$ cat config.mk
export PLATFORM = sky130hd
export DESIGN_NAME = c64_loader
export DESIGN_NICKNAME = d
export VERILOG_FILES = /design/src/wb_pkg.sv /design/src/loader_pkg.sv /design/src/c64_loader.sv /design/src/wb_byte_writer.sv /design/src/crt_parser.sv /design/src/prg_tracker.sv /design/src/loader_ctrl.sv
export SDC_FILE = /design/constraint.sdc
export NUM_CORES = 1
export LEC_CHECK = 0
export ABC_AREA = 1
export BUFFER_PORTS_ARGS = -buffer_cell sky130_fd_sc_hd__buf_2
export CAP_MARGIN = 20
export CORE_MARGIN = 4
export CORE_UTILIZATION = 35
export CTS_CLUSTER_SIZE = 20
export DETAILED_ROUTE_END_ITERATION = 16
export PLACE_DENSITY = 0.56
export SLEW_MARGIN = 5
export SYNTH_ARGS = -nofsm -noshare
export SYNTH_HDL_FRONTEND = slang
export SYNTH_SLANG_ARGS = --single-unit
$ cat constraint.sdc
create_clock -name clk_sys -period 5.1 [get_ports clk_sys]
set_input_delay 1.53 -clock clk_sys [delete_from_list [all_inputs] [get_ports clk_sys]]
set_output_delay 1.53 -clock clk_sys [all_outputs]
set_load 0.03 [all_outputs]
$ cat src/wb_pkg.sv
package wb_pkg;

	// ========================================
	// Wishbone bus widths
	// ========================================
	localparam int WB_ADDR_W = 25;
	localparam int WB_DATA_W = 8;

	// Master to slave signals, byte wide writes only
	typedef struct packed {
		logic                 cyc;
		logic                 stb;
		logic                 we;
		logic [WB_ADDR_W-1:0] adr;
		logic [WB_DATA_W-1:0] dat;
	} wb_m2s_t;

endpackage

$ cat src/loader_pkg.sv
package loader_pkg;

	// ========================================
	// Widths
	// ========================================
	localparam int BYTE_W     = 8;
	localparam int MEM_ADDR_W = 25;
	localparam int C64_ADDR_W = 16;
	localparam int DL_ADDR_W  = 25;
	localparam int BLK_LEN_W  = 32;
	localparam int DL_INDEX_W = 8;

	typedef logic [BYTE_W-1:0]     byte_t;
	typedef logic [MEM_ADDR_W-1:0] mem_addr_t;
	typedef logic [C64_ADDR_W-1:0] c64_addr_t;
	typedef logic [DL_ADDR_W-1:0]  dl_addr_t;
	typedef logic [BLK_LEN_W-1:0]  blk_len_t;
	typedef logic [DL_INDEX_W-1:0] dl_index_t;

	// ========================================
	// File types and memory layout
	// ========================================
	localparam dl_index_t IDX_PRG          = 8'h04;
	localparam dl_index_t IDX_CRT          = 8'h05;
	localparam dl_index_t IDX_CRT_ALT      = 8'hC0;
	localparam mem_addr_t CRT_BASE         = 25'h100000;
	localparam dl_addr_t  CRT_DATA_START   = 25'h000040;
	localparam int        CRT_CHIP_HDR_LEN = 16;
	localparam int        CRT_ALIGN_BITS   = 13;
	// Zero-page walk stops here
	localparam mem_addr_t MEMINIT_END      = 25'h000100;

	// ========================================
	// Loader types
	// ========================================
	typedef struct packed {
		logic     wr;
		dl_addr_t addr;
		byte_t    data;
	} dl_stream_t;

	typedef struct packed {
		logic [15:0] id;
		byte_t       exrom;
		byte_t       game;
	} cart_hdr_t;

	typedef struct packed {
		byte_t       bank_type;
		logic [15:0] bank_num;
		c64_addr_t   load_addr;
		logic [15:0] bank_size;
	} bank_hdr_t;

	typedef enum logic [1:0] {
		CRT_NONE,
		CRT_RESTART,
		CRT_ALIGN,
		CRT_PAYLOAD
	} crt_action_t;

	typedef enum logic [2:0] {
		IDLE,
		PRG,
		CRT,
		MEMINIT,
		WRITE_WAIT
	} loader_state_t;

endpackage
$ cat src/c64_loader.sv
`timescale 1ns/1ps

module c64_loader (
	input  logic                   clk_sys,
	input  logic                   reset_n,
	input  logic                   download_i,
	input  loader_pkg::dl_index_t  index_i,
	input  loader_pkg::dl_stream_t dl_i,
	output logic                   wait_o,
	output wb_pkg::wb_m2s_t        wb_o,
	input  logic                   ack_i,
	output loader_pkg::cart_hdr_t  cart_hdr_o,
	output loader_pkg::bank_hdr_t  bank_hdr_o,
	output logic                   bank_wr_o,
	output logic                   cart_attached_o
);

	loader_pkg::crt_action_t crt_action;
	loader_pkg::mem_addr_t   walk_addr;
	loader_pkg::mem_addr_t   req_addr;
	loader_pkg::byte_t       req_data;
	loader_pkg::byte_t       ptr_byte;
	logic                    ptr_hit;
	logic                    prg_sel;
	logic                    crt_sel;
	logic                    req_valid;
	logic                    wr_busy;

	// ========================================
	// Control
	// ========================================
	loader_ctrl u_loader_ctrl (
		.clk_sys         (clk_sys),
		.reset_n         (reset_n),
		.download_i      (download_i),
		.index_i         (index_i),
		.dl_i            (dl_i),
		.crt_action_i    (crt_action),
		.ptr_hit_i       (ptr_hit),
		.ptr_byte_i      (ptr_byte),
		.wr_busy_i       (wr_busy),
		.req_valid_o     (req_valid),
		.req_addr_o      (req_addr),
		.req_data_o      (req_data),
		.walk_addr_o     (walk_addr),
		.prg_sel_o       (prg_sel),
		.crt_sel_o       (crt_sel),
		.wait_o          (wait_o),
		.cart_attached_o (cart_attached_o)
	);

	// ========================================
	// File parsing and memory port
	// ========================================
	prg_tracker u_prg_tracker (
		.clk_sys     (clk_sys),
		.reset_n     (reset_n),
		.dl_i        (dl_i),
		.prg_sel_i   (prg_sel),
		.walk_addr_i (walk_addr),
		.ptr_hit_o   (ptr_hit),
		.ptr_byte_o  (ptr_byte)
	);

	crt_parser u_crt_parser (
		.clk_sys      (clk_sys),
		.reset_n      (reset_n),
		.dl_i         (dl_i),
		.crt_sel_i    (crt_sel),
		.crt_action_o (crt_action),
		.cart_hdr_o   (cart_hdr_o),
		.bank_hdr_o   (bank_hdr_o),
		.bank_wr_o    (bank_wr_o)
	);

	wb_byte_writer u_wb_byte_writer (
		.clk_sys     (clk_sys),
		.reset_n     (reset_n),
		.req_valid_i (req_valid),
		.req_addr_i  (req_addr),
		.req_data_i  (req_data),
		.busy_o      (wr_busy),
		.wb_o        (wb_o),
		.ack_i       (ack_i)
	);

endmodule

$ cat src/wb_byte_writer.sv
`timescale 1ns/1ps

module wb_byte_writer (
	input  logic                  clk_sys,
	input  logic                  reset_n,
	input  logic                  req_valid_i,
	input  loader_pkg::mem_addr_t req_addr_i,
	input  loader_pkg::byte_t     req_data_i,
	output logic                  busy_o,
	output wb_pkg::wb_m2s_t       wb_o,
	input  logic                  ack_i
);

	logic                         cyc_q;
	logic                         we_q;
	logic [wb_pkg::WB_ADDR_W-1:0] adr_q;
	logic [wb_pkg::WB_DATA_W-1:0] dat_q;
	logic                         accept;

	// Only one cycle in flight
	assign accept = req_valid_i && !cyc_q;

	always_ff @(posedge clk_sys) begin
		if (!reset_n) begin
			cyc_q <= 1'b0;
			we_q  <= 1'b0;
		end else if (accept) begin
			cyc_q <= 1'b1;
			we_q  <= 1'b1;
		end else if (cyc_q && ack_i) begin
			cyc_q <= 1'b0;
			we_q  <= 1'b0;
		end
	end

	always_ff @(posedge clk_sys) begin
		if (accept) begin
			adr_q <= req_addr_i;
			dat_q <= req_data_i;
		end
	end

	// Drops in the ack cycle so the requester can release on the same edge
	assign busy_o = cyc_q && !ack_i;
	assign wb_o   = '{cyc: cyc_q, stb: cyc_q, we: we_q, adr: adr_q, dat: dat_q};

endmodule

$ cat src/crt_parser.sv
`timescale 1ns/1ps

module crt_parser (
	input  logic                    clk_sys,
	input  logic                    reset_n,
	input  loader_pkg::dl_stream_t  dl_i,
	input  logic                    crt_sel_i,
	output loader_pkg::crt_action_t crt_action_o,
	output loader_pkg::cart_hdr_t   cart_hdr_o,
	output loader_pkg::bank_hdr_t   bank_hdr_o,
	output logic                    bank_wr_o
);

	localparam int HDR_CNT_W = $clog2(loader_pkg::CRT_CHIP_HDR_LEN);

	loader_pkg::blk_len_t  blk_len;
	logic [HDR_CNT_W-1:0]  hdr_cnt;
	loader_pkg::cart_hdr_t cart_hdr;
	loader_pkg::bank_hdr_t bank_hdr;
	logic                  bank_wr;
	logic                  crt_stb;
	logic                  in_packets;

	assign crt_stb    = dl_i.wr && crt_sel_i;
	assign in_packets = dl_i.addr >= loader_pkg::CRT_DATA_START;

	// ========================================
	// Byte classification
	// ========================================
	always_comb begin
		crt_action_o = loader_pkg::CRT_NONE;
		if (crt_stb) begin
			if (dl_i.addr == '0) begin
				crt_action_o = loader_pkg::CRT_RESTART;
			end else if (in_packets && (hdr_cnt == '0)) begin
				if (blk_len == '0) begin
					crt_action_o = loader_pkg::CRT_ALIGN;
				end else begin
					crt_action_o = loader_pkg::CRT_PAYLOAD;
				end
			end
		end
	end

	// Packet length and header position
	always_ff @(posedge clk_sys) begin
		if (!reset_n) begin
			blk_len <= '0;
			hdr_cnt <= '0;
			bank_wr <= 1'b0;
		end else begin
			bank_wr <= 1'b0;
			if (crt_stb) begin
				if (dl_i.addr == '0) begin
					blk_len <= '0;
					hdr_cnt <= '0;
				end else if (in_packets) begin
					if ((blk_len == '0) && (hdr_cnt == '0)) begin
						hdr_cnt <= HDR_CNT_W'(1);
					end else if (hdr_cnt != '0) begin
						// Wraps to zero after the last header byte
						hdr_cnt <= hdr_cnt + 1'b1;
						case (hdr_cnt)
							HDR_CNT_W'(4):  blk_len[31:24] <= dl_i.data;
							HDR_CNT_W'(5):  blk_len[23:16] <= dl_i.data;
							HDR_CNT_W'(6):  blk_len[15:8]  <= dl_i.data;
							HDR_CNT_W'(7):  blk_len[7:0]   <= dl_i.data;
							HDR_CNT_W'(8):  blk_len <= blk_len -
								loader_pkg::blk_len_t'(loader_pkg::CRT_CHIP_HDR_LEN);
							HDR_CNT_W'(15): bank_wr <= 1'b1;
							default: ;
						endcase
					end else begin
						blk_len <= blk_len - 1'b1;
					end
				end
			end
		end
	end

	// ========================================
	// Header fields
	// ========================================
	always_ff @(posedge clk_sys) begin
		if (crt_stb) begin
			case (dl_i.addr)
				25'h016: cart_hdr.id[15:8] <= dl_i.data;
				25'h017: cart_hdr.id[7:0]  <= dl_i.data;
				25'h018: cart_hdr.exrom    <= dl_i.data;
				25'h019: cart_hdr.game     <= dl_i.data;
				default: ;
			endcase
			if (in_packets) begin
				case (hdr_cnt)
					HDR_CNT_W'(9):  bank_hdr.bank_type       <= dl_i.data;
					HDR_CNT_W'(10): bank_hdr.bank_num[15:8]  <= dl_i.data;
					HDR_CNT_W'(11): bank_hdr.bank_num[7:0]   <= dl_i.data;
					HDR_CNT_W'(12): bank_hdr.load_addr[15:8] <= dl_i.data;
					HDR_CNT_W'(13): bank_hdr.load_addr[7:0]  <= dl_i.data;
					HDR_CNT_W'(14): bank_hdr.bank_size[15:8] <= dl_i.data;
					HDR_CNT_W'(15): bank_hdr.bank_size[7:0]  <= dl_i.data;
					default: ;
				endcase
			end
		end
	end

	assign cart_hdr_o = cart_hdr;
	assign bank_hdr_o = bank_hdr;
	assign bank_wr_o  = bank_wr;

endmodule

$ cat src/prg_tracker.sv
`timescale 1ns/1ps

module prg_tracker (
	input  logic                   clk_sys,
	input  logic                   reset_n,
	input  loader_pkg::dl_stream_t dl_i,
	input  logic                   prg_sel_i,
	input  loader_pkg::mem_addr_t  walk_addr_i,
	output logic                   ptr_hit_o,
	output loader_pkg::byte_t      ptr_byte_o
);

	loader_pkg::c64_addr_t start_addr;
	loader_pkg::c64_addr_t end_addr;

	// End address follows the payload, one past the last byte
	always_ff @(posedge clk_sys) begin
		if (!reset_n) begin
			start_addr <= '0;
			end_addr   <= '0;
		end else if (dl_i.wr && prg_sel_i) begin
			if (dl_i.addr == '0) begin
				start_addr[7:0] <= dl_i.data;
				end_addr[7:0]   <= dl_i.data;
			end else if (dl_i.addr == loader_pkg::dl_addr_t'(1)) begin
				start_addr[15:8] <= dl_i.data;
				end_addr[15:8]   <= dl_i.data;
			end else begin
				end_addr <= end_addr + 1'b1;
			end
		end
	end

	// ========================================
	// BASIC zero-page pointers
	// ========================================
	always_comb begin
		ptr_hit_o  = 1'b1;
		ptr_byte_o = '0;
		case (walk_addr_i)
			// TXT and SAVE_START
			25'h02B, 25'h0AC: ptr_byte_o = start_addr[7:0];
			25'h02C, 25'h0AD: ptr_byte_o = start_addr[15:8];
			// VAR, ARY, STR and LOAD_END
			25'h02D, 25'h02F, 25'h031, 25'h0AE: ptr_byte_o = end_addr[7:0];
			25'h02E, 25'h030, 25'h032, 25'h0AF: ptr_byte_o = end_addr[15:8];
			default: ptr_hit_o = 1'b0;
		endcase
	end

endmodule

$ cat src/loader_ctrl.sv
`timescale 1ns/1ps

module loader_ctrl (
	input  logic                       clk_sys,
	input  logic                       reset_n,
	input  logic                       download_i,
	input  loader_pkg::dl_index_t      index_i,
	input  loader_pkg::dl_stream_t     dl_i,
	input  loader_pkg::crt_action_t    crt_action_i,
	input  logic                       ptr_hit_i,
	input  loader_pkg::byte_t          ptr_byte_i,
	input  logic                       wr_busy_i,
	output logic                       req_valid_o,
	output loader_pkg::mem_addr_t      req_addr_o,
	output loader_pkg::byte_t          req_data_o,
	output loader_pkg::mem_addr_t      walk_addr_o,
	output logic                       prg_sel_o,
	output logic                       crt_sel_o,
	output logic                       wait_o,
	output logic                       cart_attached_o
);

	loader_pkg::loader_state_t state;
	loader_pkg::loader_state_t ret_state;
	loader_pkg::loader_state_t run_state;
	loader_pkg::mem_addr_t     load_addr;
	loader_pkg::mem_addr_t     walk_addr;
	loader_pkg::mem_addr_t     req_addr;
	loader_pkg::byte_t         req_data;
	logic                      req_pending;
	logic                      wait_q;
	logic                      cart_attached_q;

	logic prg_sel;
	logic crt_sel;
	logic stream_stb;
	logic prg_lo;
	logic prg_hi;
	logic crt_restart;
	logic crt_align;
	logic pay_wr;
	logic meminit_hit;

	// ========================================
	// Stream decode
	// ========================================
	assign prg_sel = download_i && (index_i == loader_pkg::IDX_PRG);
	assign crt_sel = download_i && ((index_i == loader_pkg::IDX_CRT) ||
		(index_i == loader_pkg::IDX_CRT_ALT));

	assign run_state = prg_sel ? loader_pkg::PRG :
		crt_sel ? loader_pkg::CRT : loader_pkg::IDLE;

	// Host bytes are only taken while no write is outstanding
	assign stream_stb = dl_i.wr && (state inside {loader_pkg::IDLE, loader_pkg::PRG,
		loader_pkg::CRT});

	// First two PRG bytes are the load address
	assign prg_lo      = stream_stb && prg_sel && (dl_i.addr == '0);
	assign prg_hi      = stream_stb && prg_sel && (dl_i.addr == loader_pkg::dl_addr_t'(1));
	assign crt_restart = stream_stb && crt_sel && (crt_action_i == loader_pkg::CRT_RESTART);
	assign crt_align   = stream_stb && crt_sel && (crt_action_i == loader_pkg::CRT_ALIGN);
	assign pay_wr      = (stream_stb && prg_sel && (dl_i.addr > loader_pkg::dl_addr_t'(1))) ||
		(stream_stb && crt_sel && (crt_action_i == loader_pkg::CRT_PAYLOAD));

	assign meminit_hit = (state == loader_pkg::MEMINIT) &&
		(walk_addr != loader_pkg::MEMINIT_END) && ptr_hit_i;

	// ========================================
	// Phase state machine
	// ========================================
	always_ff @(posedge clk_sys) begin
		if (!reset_n) begin
			state           <= loader_pkg::IDLE;
			ret_state       <= loader_pkg::IDLE;
			req_pending     <= 1'b0;
			wait_q          <= 1'b0;
			cart_attached_q <= 1'b0;
			walk_addr       <= '0;
		end else begin
			case (state)
				loader_pkg::IDLE: begin
					state <= run_state;
					// A new cartridge replaces the old one
					if (crt_sel) begin
						cart_attached_q <= 1'b0;
					end
				end
				loader_pkg::PRG: begin
					if (!download_i) begin
						state     <= loader_pkg::MEMINIT;
						wait_q    <= 1'b1;
						walk_addr <= '0;
					end
				end
				loader_pkg::CRT: begin
					if (!download_i) begin
						state           <= loader_pkg::IDLE;
						cart_attached_q <= 1'b1;
					end
				end
				loader_pkg::MEMINIT: begin
					if (walk_addr == loader_pkg::MEMINIT_END) begin
						state  <= loader_pkg::IDLE;
						wait_q <= 1'b0;
					end else begin
						walk_addr <= walk_addr + 1'b1;
						if (meminit_hit) begin
							req_pending <= 1'b1;
							ret_state   <= loader_pkg::MEMINIT;
							state       <= loader_pkg::WRITE_WAIT;
						end
					end
				end
				loader_pkg::WRITE_WAIT: begin
					if (req_pending) begin
						if (!wr_busy_i) begin
							req_pending <= 1'b0;
						end
					end else if (!wr_busy_i) begin
						// Bus cycle has been acked
						state <= ret_state;
						if (ret_state != loader_pkg::MEMINIT) begin
							wait_q <= 1'b0;
						end
					end
				end
				default: begin
					state <= loader_pkg::IDLE;
				end
			endcase

			if (pay_wr) begin
				req_pending <= 1'b1;
				wait_q      <= 1'b1;
				ret_state   <= run_state;
				state       <= loader_pkg::WRITE_WAIT;
			end
		end
	end

	// ========================================
	// Load address and request data
	// ========================================
	always_ff @(posedge clk_sys) begin
		if (prg_lo) begin
			load_addr <= loader_pkg::mem_addr_t'(dl_i.data);
		end else if (prg_hi) begin
			load_addr[15:8] <= dl_i.data;
		end else if (crt_restart) begin
			load_addr <= loader_pkg::CRT_BASE;
		end else if (crt_align) begin
			// Next chip packet starts on an 8 KB boundary
			if (load_addr[loader_pkg::CRT_ALIGN_BITS-1:0] != '0) begin
				load_addr <= {load_addr[loader_pkg::MEM_ADDR_W-1:loader_pkg::CRT_ALIGN_BITS] + 1'b1,
					{loader_pkg::CRT_ALIGN_BITS{1'b0}}};
			end
		end else if (pay_wr) begin
			req_addr  <= load_addr;
			req_data  <= dl_i.data;
			load_addr <= load_addr + 1'b1;
		end else if (meminit_hit) begin
			req_addr <= walk_addr;
			req_data <= ptr_byte_i;
		end
	end

	assign req_valid_o     = req_pending && !wr_busy_i;
	assign req_addr_o      = req_addr;
	assign req_data_o      = req_data;
	assign walk_addr_o     = walk_addr;
	assign prg_sel_o       = prg_sel;
	assign crt_sel_o       = crt_sel;
	assign wait_o          = wait_q;
	assign cart_attached_o = cart_attached_q;

endmodule

==> reports/qor.csv <==
metric,value,unit
drv_slew,0,
ys_seq_area_share,48.1,%
clockRootBuffer,clkbuf_16,
hold_class,reg2reg,
finalCriticalPeriod,3.60,ns
post_drt_wl_per_cell,18.3,um
async_flop_share,0,%
setup_viol,0,
drc,0,
avgSynthCellArea,8.08,um^2
drive_above_1_share,15.9,%
worstPathArrival,3.81,ns
r2r-start,u_crt_parser.hdr_cnt[0],
post-place-ws,0.990,ns
fp.dieW,216,um
end_kind,flop,
synth_nets,1931,
cp_max_fo,17,
synthTopCellsByArea,"edfxtp_1 (32%), dfxtp_1 (16%), nand2_1 (9.8%), inv_1 (5.3%), nor2_1 (5.2%)",
cts_buffers,35,
crit_type,in2reg,
drt_iter0_markers,1224,
cts_resized,0,
post-route-period-util,70.7,%
nFillCells,4338,
yosysMostFrequentCell,nand2_1,
drt_wl_total,48500,um
io_buffers,172,
postCtsSetupRepairBufs,0,
design.core.area,42300,um^2
synth-seq-cells,282,
setup_slack,1.50,ns
rows,75,
synth.cells.most_frequent,"nand2_1 (395), inv_1 (213), nor2_1 (208), edfxtp_1 (162), nand3_1 (127)",
maxSlewHeadroom,32.1,%
antenna_cells,0,
hold_ws,0.416,ns
grt_max_degree,51,
antenna_found_initial,0,
num_vias,13900,
tightest_slew,1.01,ns
worstSkewPairLatency,0.55,ns
cts_sinks,282,
yosys_warnings,0,
grt_pass1_wl,75400,um
p_leak,0.00711,uW
dpl.hpwl,36400,um
worst_setup_path_start_kind,primary input,
fin_tns_setup,0,ns
hold_violations,0,
nets,2103,
hold_start,u_loader_ctrl.req_data_o[4],
ctsHoldBuffers,0,
crit_start,dl_i[16],
outcome,finished clean,
grtUsageTotal,20.3,%
clk_path_buf_depth,3,
yosysTopAreaCell,edfxtp_1,
die_area,46600,um^2
drtPass1Iterations,5,
ir_drop,0.232,mV
die_y,216,um
skew,0.0200,ns
cellPowerDensity,279,nW/um^2
ant_nets,0,
max_freq,277,MHz
synth-main-ff-cell,edfxtp_1,
num_io_pins,173,
path_clk_slew,0.06,ns
start_util,35.7,%
gp_congestion,0.952,
rsz0062_at_grt,false,
grt_pass1_vias,13163,
yosysUniqueCellTypes,64,
cts.htree.levels,2,
max_cap_violations,0,
grt_overflow,0,
synthCells,1870,
synth_edf_count,162,
cts_tree,done,
syn2layout_area_growth,17.0,%
viasPerCell,5.25,
synth.top_cell.area_share,32.2,%
crit_required,5.31,ns
syn_area,15100,um^2
==> kinds of logic (layout without fill, tap and decap cells) <==
group                      Yosys count  after routing  synth area share, %
and+or+nand+nor                    916            916                 28.0
AOI/OAI and AO/OA                  341            341                 12.8
DFF                                282            282                 48.1
buffers and inverters              271            470                 7.24
xor gates and xnor gates            45             45                 2.61
adders and majority gates           15             15                 1.24
==> report_power, final <==
group          internal, uW  switching [uW]  leakage (uW)
clock                  1440             988      0.000549
combinational          26.1            80.2       0.00413
sequential             2390           0.716       0.00243
==> metrics by stage <==
stage | utilization (%) | instance area (um^2) | cells | power (uW)
6_report | 41.8 | 17700 | 2646 | 4930
2_1_floorplan | - | 15100 | 1870 | 2480
4_1_cts | 41.8 | 17700 | 2646 | 4990
3_5_place_dp | 39.1 | 16600 | 2582 | 2550
3_3_place_gp | 39.1 | 16500 | 2581 | 2550
5_1_grt | 41.8 | 17700 | 2646 | 5100
==> flip-flops by register name (all words and copies together), names as in the netlist <==
name and flops:
u_prg_tracker.end_addr 16, u_loader_ctrl.walk_addr_o 25, u_loader_ctrl.wait_o 1, u_crt_parser.bank_hdr_o 56, u_crt_parser.cart_hdr_o 32, u_loader_ctrl.load_addr 25
u_loader_ctrl.req_data_o 8, u_prg_tracker.start_addr 16, u_wb_byte_writer.cyc_q 1, u_loader_ctrl.req_pending 1, u_loader_ctrl.req_addr_o 25, u_crt_parser.blk_len 32
u_wb_byte_writer.adr_q 25, u_wb_byte_writer.dat_q 8, u_loader_ctrl.cart_attached_o 1, u_loader_ctrl.state 3, u_loader_ctrl.ret_state 2, u_crt_parser.bank_wr_o 1
u_crt_parser.hdr_cnt 4
==> layer usage <==
layer | vias up | global-route usage (%) | share of wire, %
li1 | 6683 | - | -
met1 | 6626 | 27.2 | 43
met2 | 505 | 33.7 | 47
met3 | 86 | 2.91 | 6.3
met4 | 0 | 6.66 | 2.8
met5 | - | 0 | 0
==> worst paths after layout <==
| check | to | slack (ns) | cells past startpoint |
|---|---|---|---|
| max | u_loader_ctrl.load_addr[2] | 1.50 | 11 |
| min | u_wb_byte_writer.dat_q[4] | 0.42 | 0 |
| max reg2reg | u_crt_parser.blk_len[10] | 1.90 | 15 |
| min reg2reg | u_wb_byte_writer.dat_q[4] | 0.42 | 0 |
==> layout make-up <==
cell class | instances | area [um^2] | area share (%)
flip-flops and latches | 282 | 7270 | 41.1
well taps | 577 | 722 | 4.08
repair buffers | 183 | 956 | 5.41
clock inverters | 18 | 168 | 0.948
clock buffers | 46 | 958 | 5.42
inverters | 223 | 838 | 4.74
multi-input cells | 1317 | 6770 | 38.3
==> cells in the final DEF, fill, tap and decap left out, drive strengths merged, types with 2 or more instances in the layout <==
cell type  count
a21oi        106
nand3b         8
or2            7
inv          225
edfxtp       162
nor2         245
xnor2          6
nor4          16
a2bb2oi        2
nand2        410
a31oi         24
a211oi        14
nor3          62
xor2          39
nand4         28
buf          183
bufinv         2
a311oi         5
clkinvlp       2
dfxtp        120
clkinv        12
o21a           4
o21ai        145
o211a          4
ha            15
a21boi         2
o211ai        10
o21bai         2
o31ai          7
o22ai         10
and2           2
clkbuf        46
nand3        135
==> critical path, stage by stage <==
cell,delay (ns)
buf_2,0.12
nor2_1,0.10
nand2_1,0.09
nor2_4,0.22
nand3_2,0.44
nand2_2,0.30
nand3_2,0.13
o21a_1,0.35
nand2_1,0.17
nand2_1,0.07
nand2_1,0.28
Note: power is estimated with default switching activity, not from simulation.
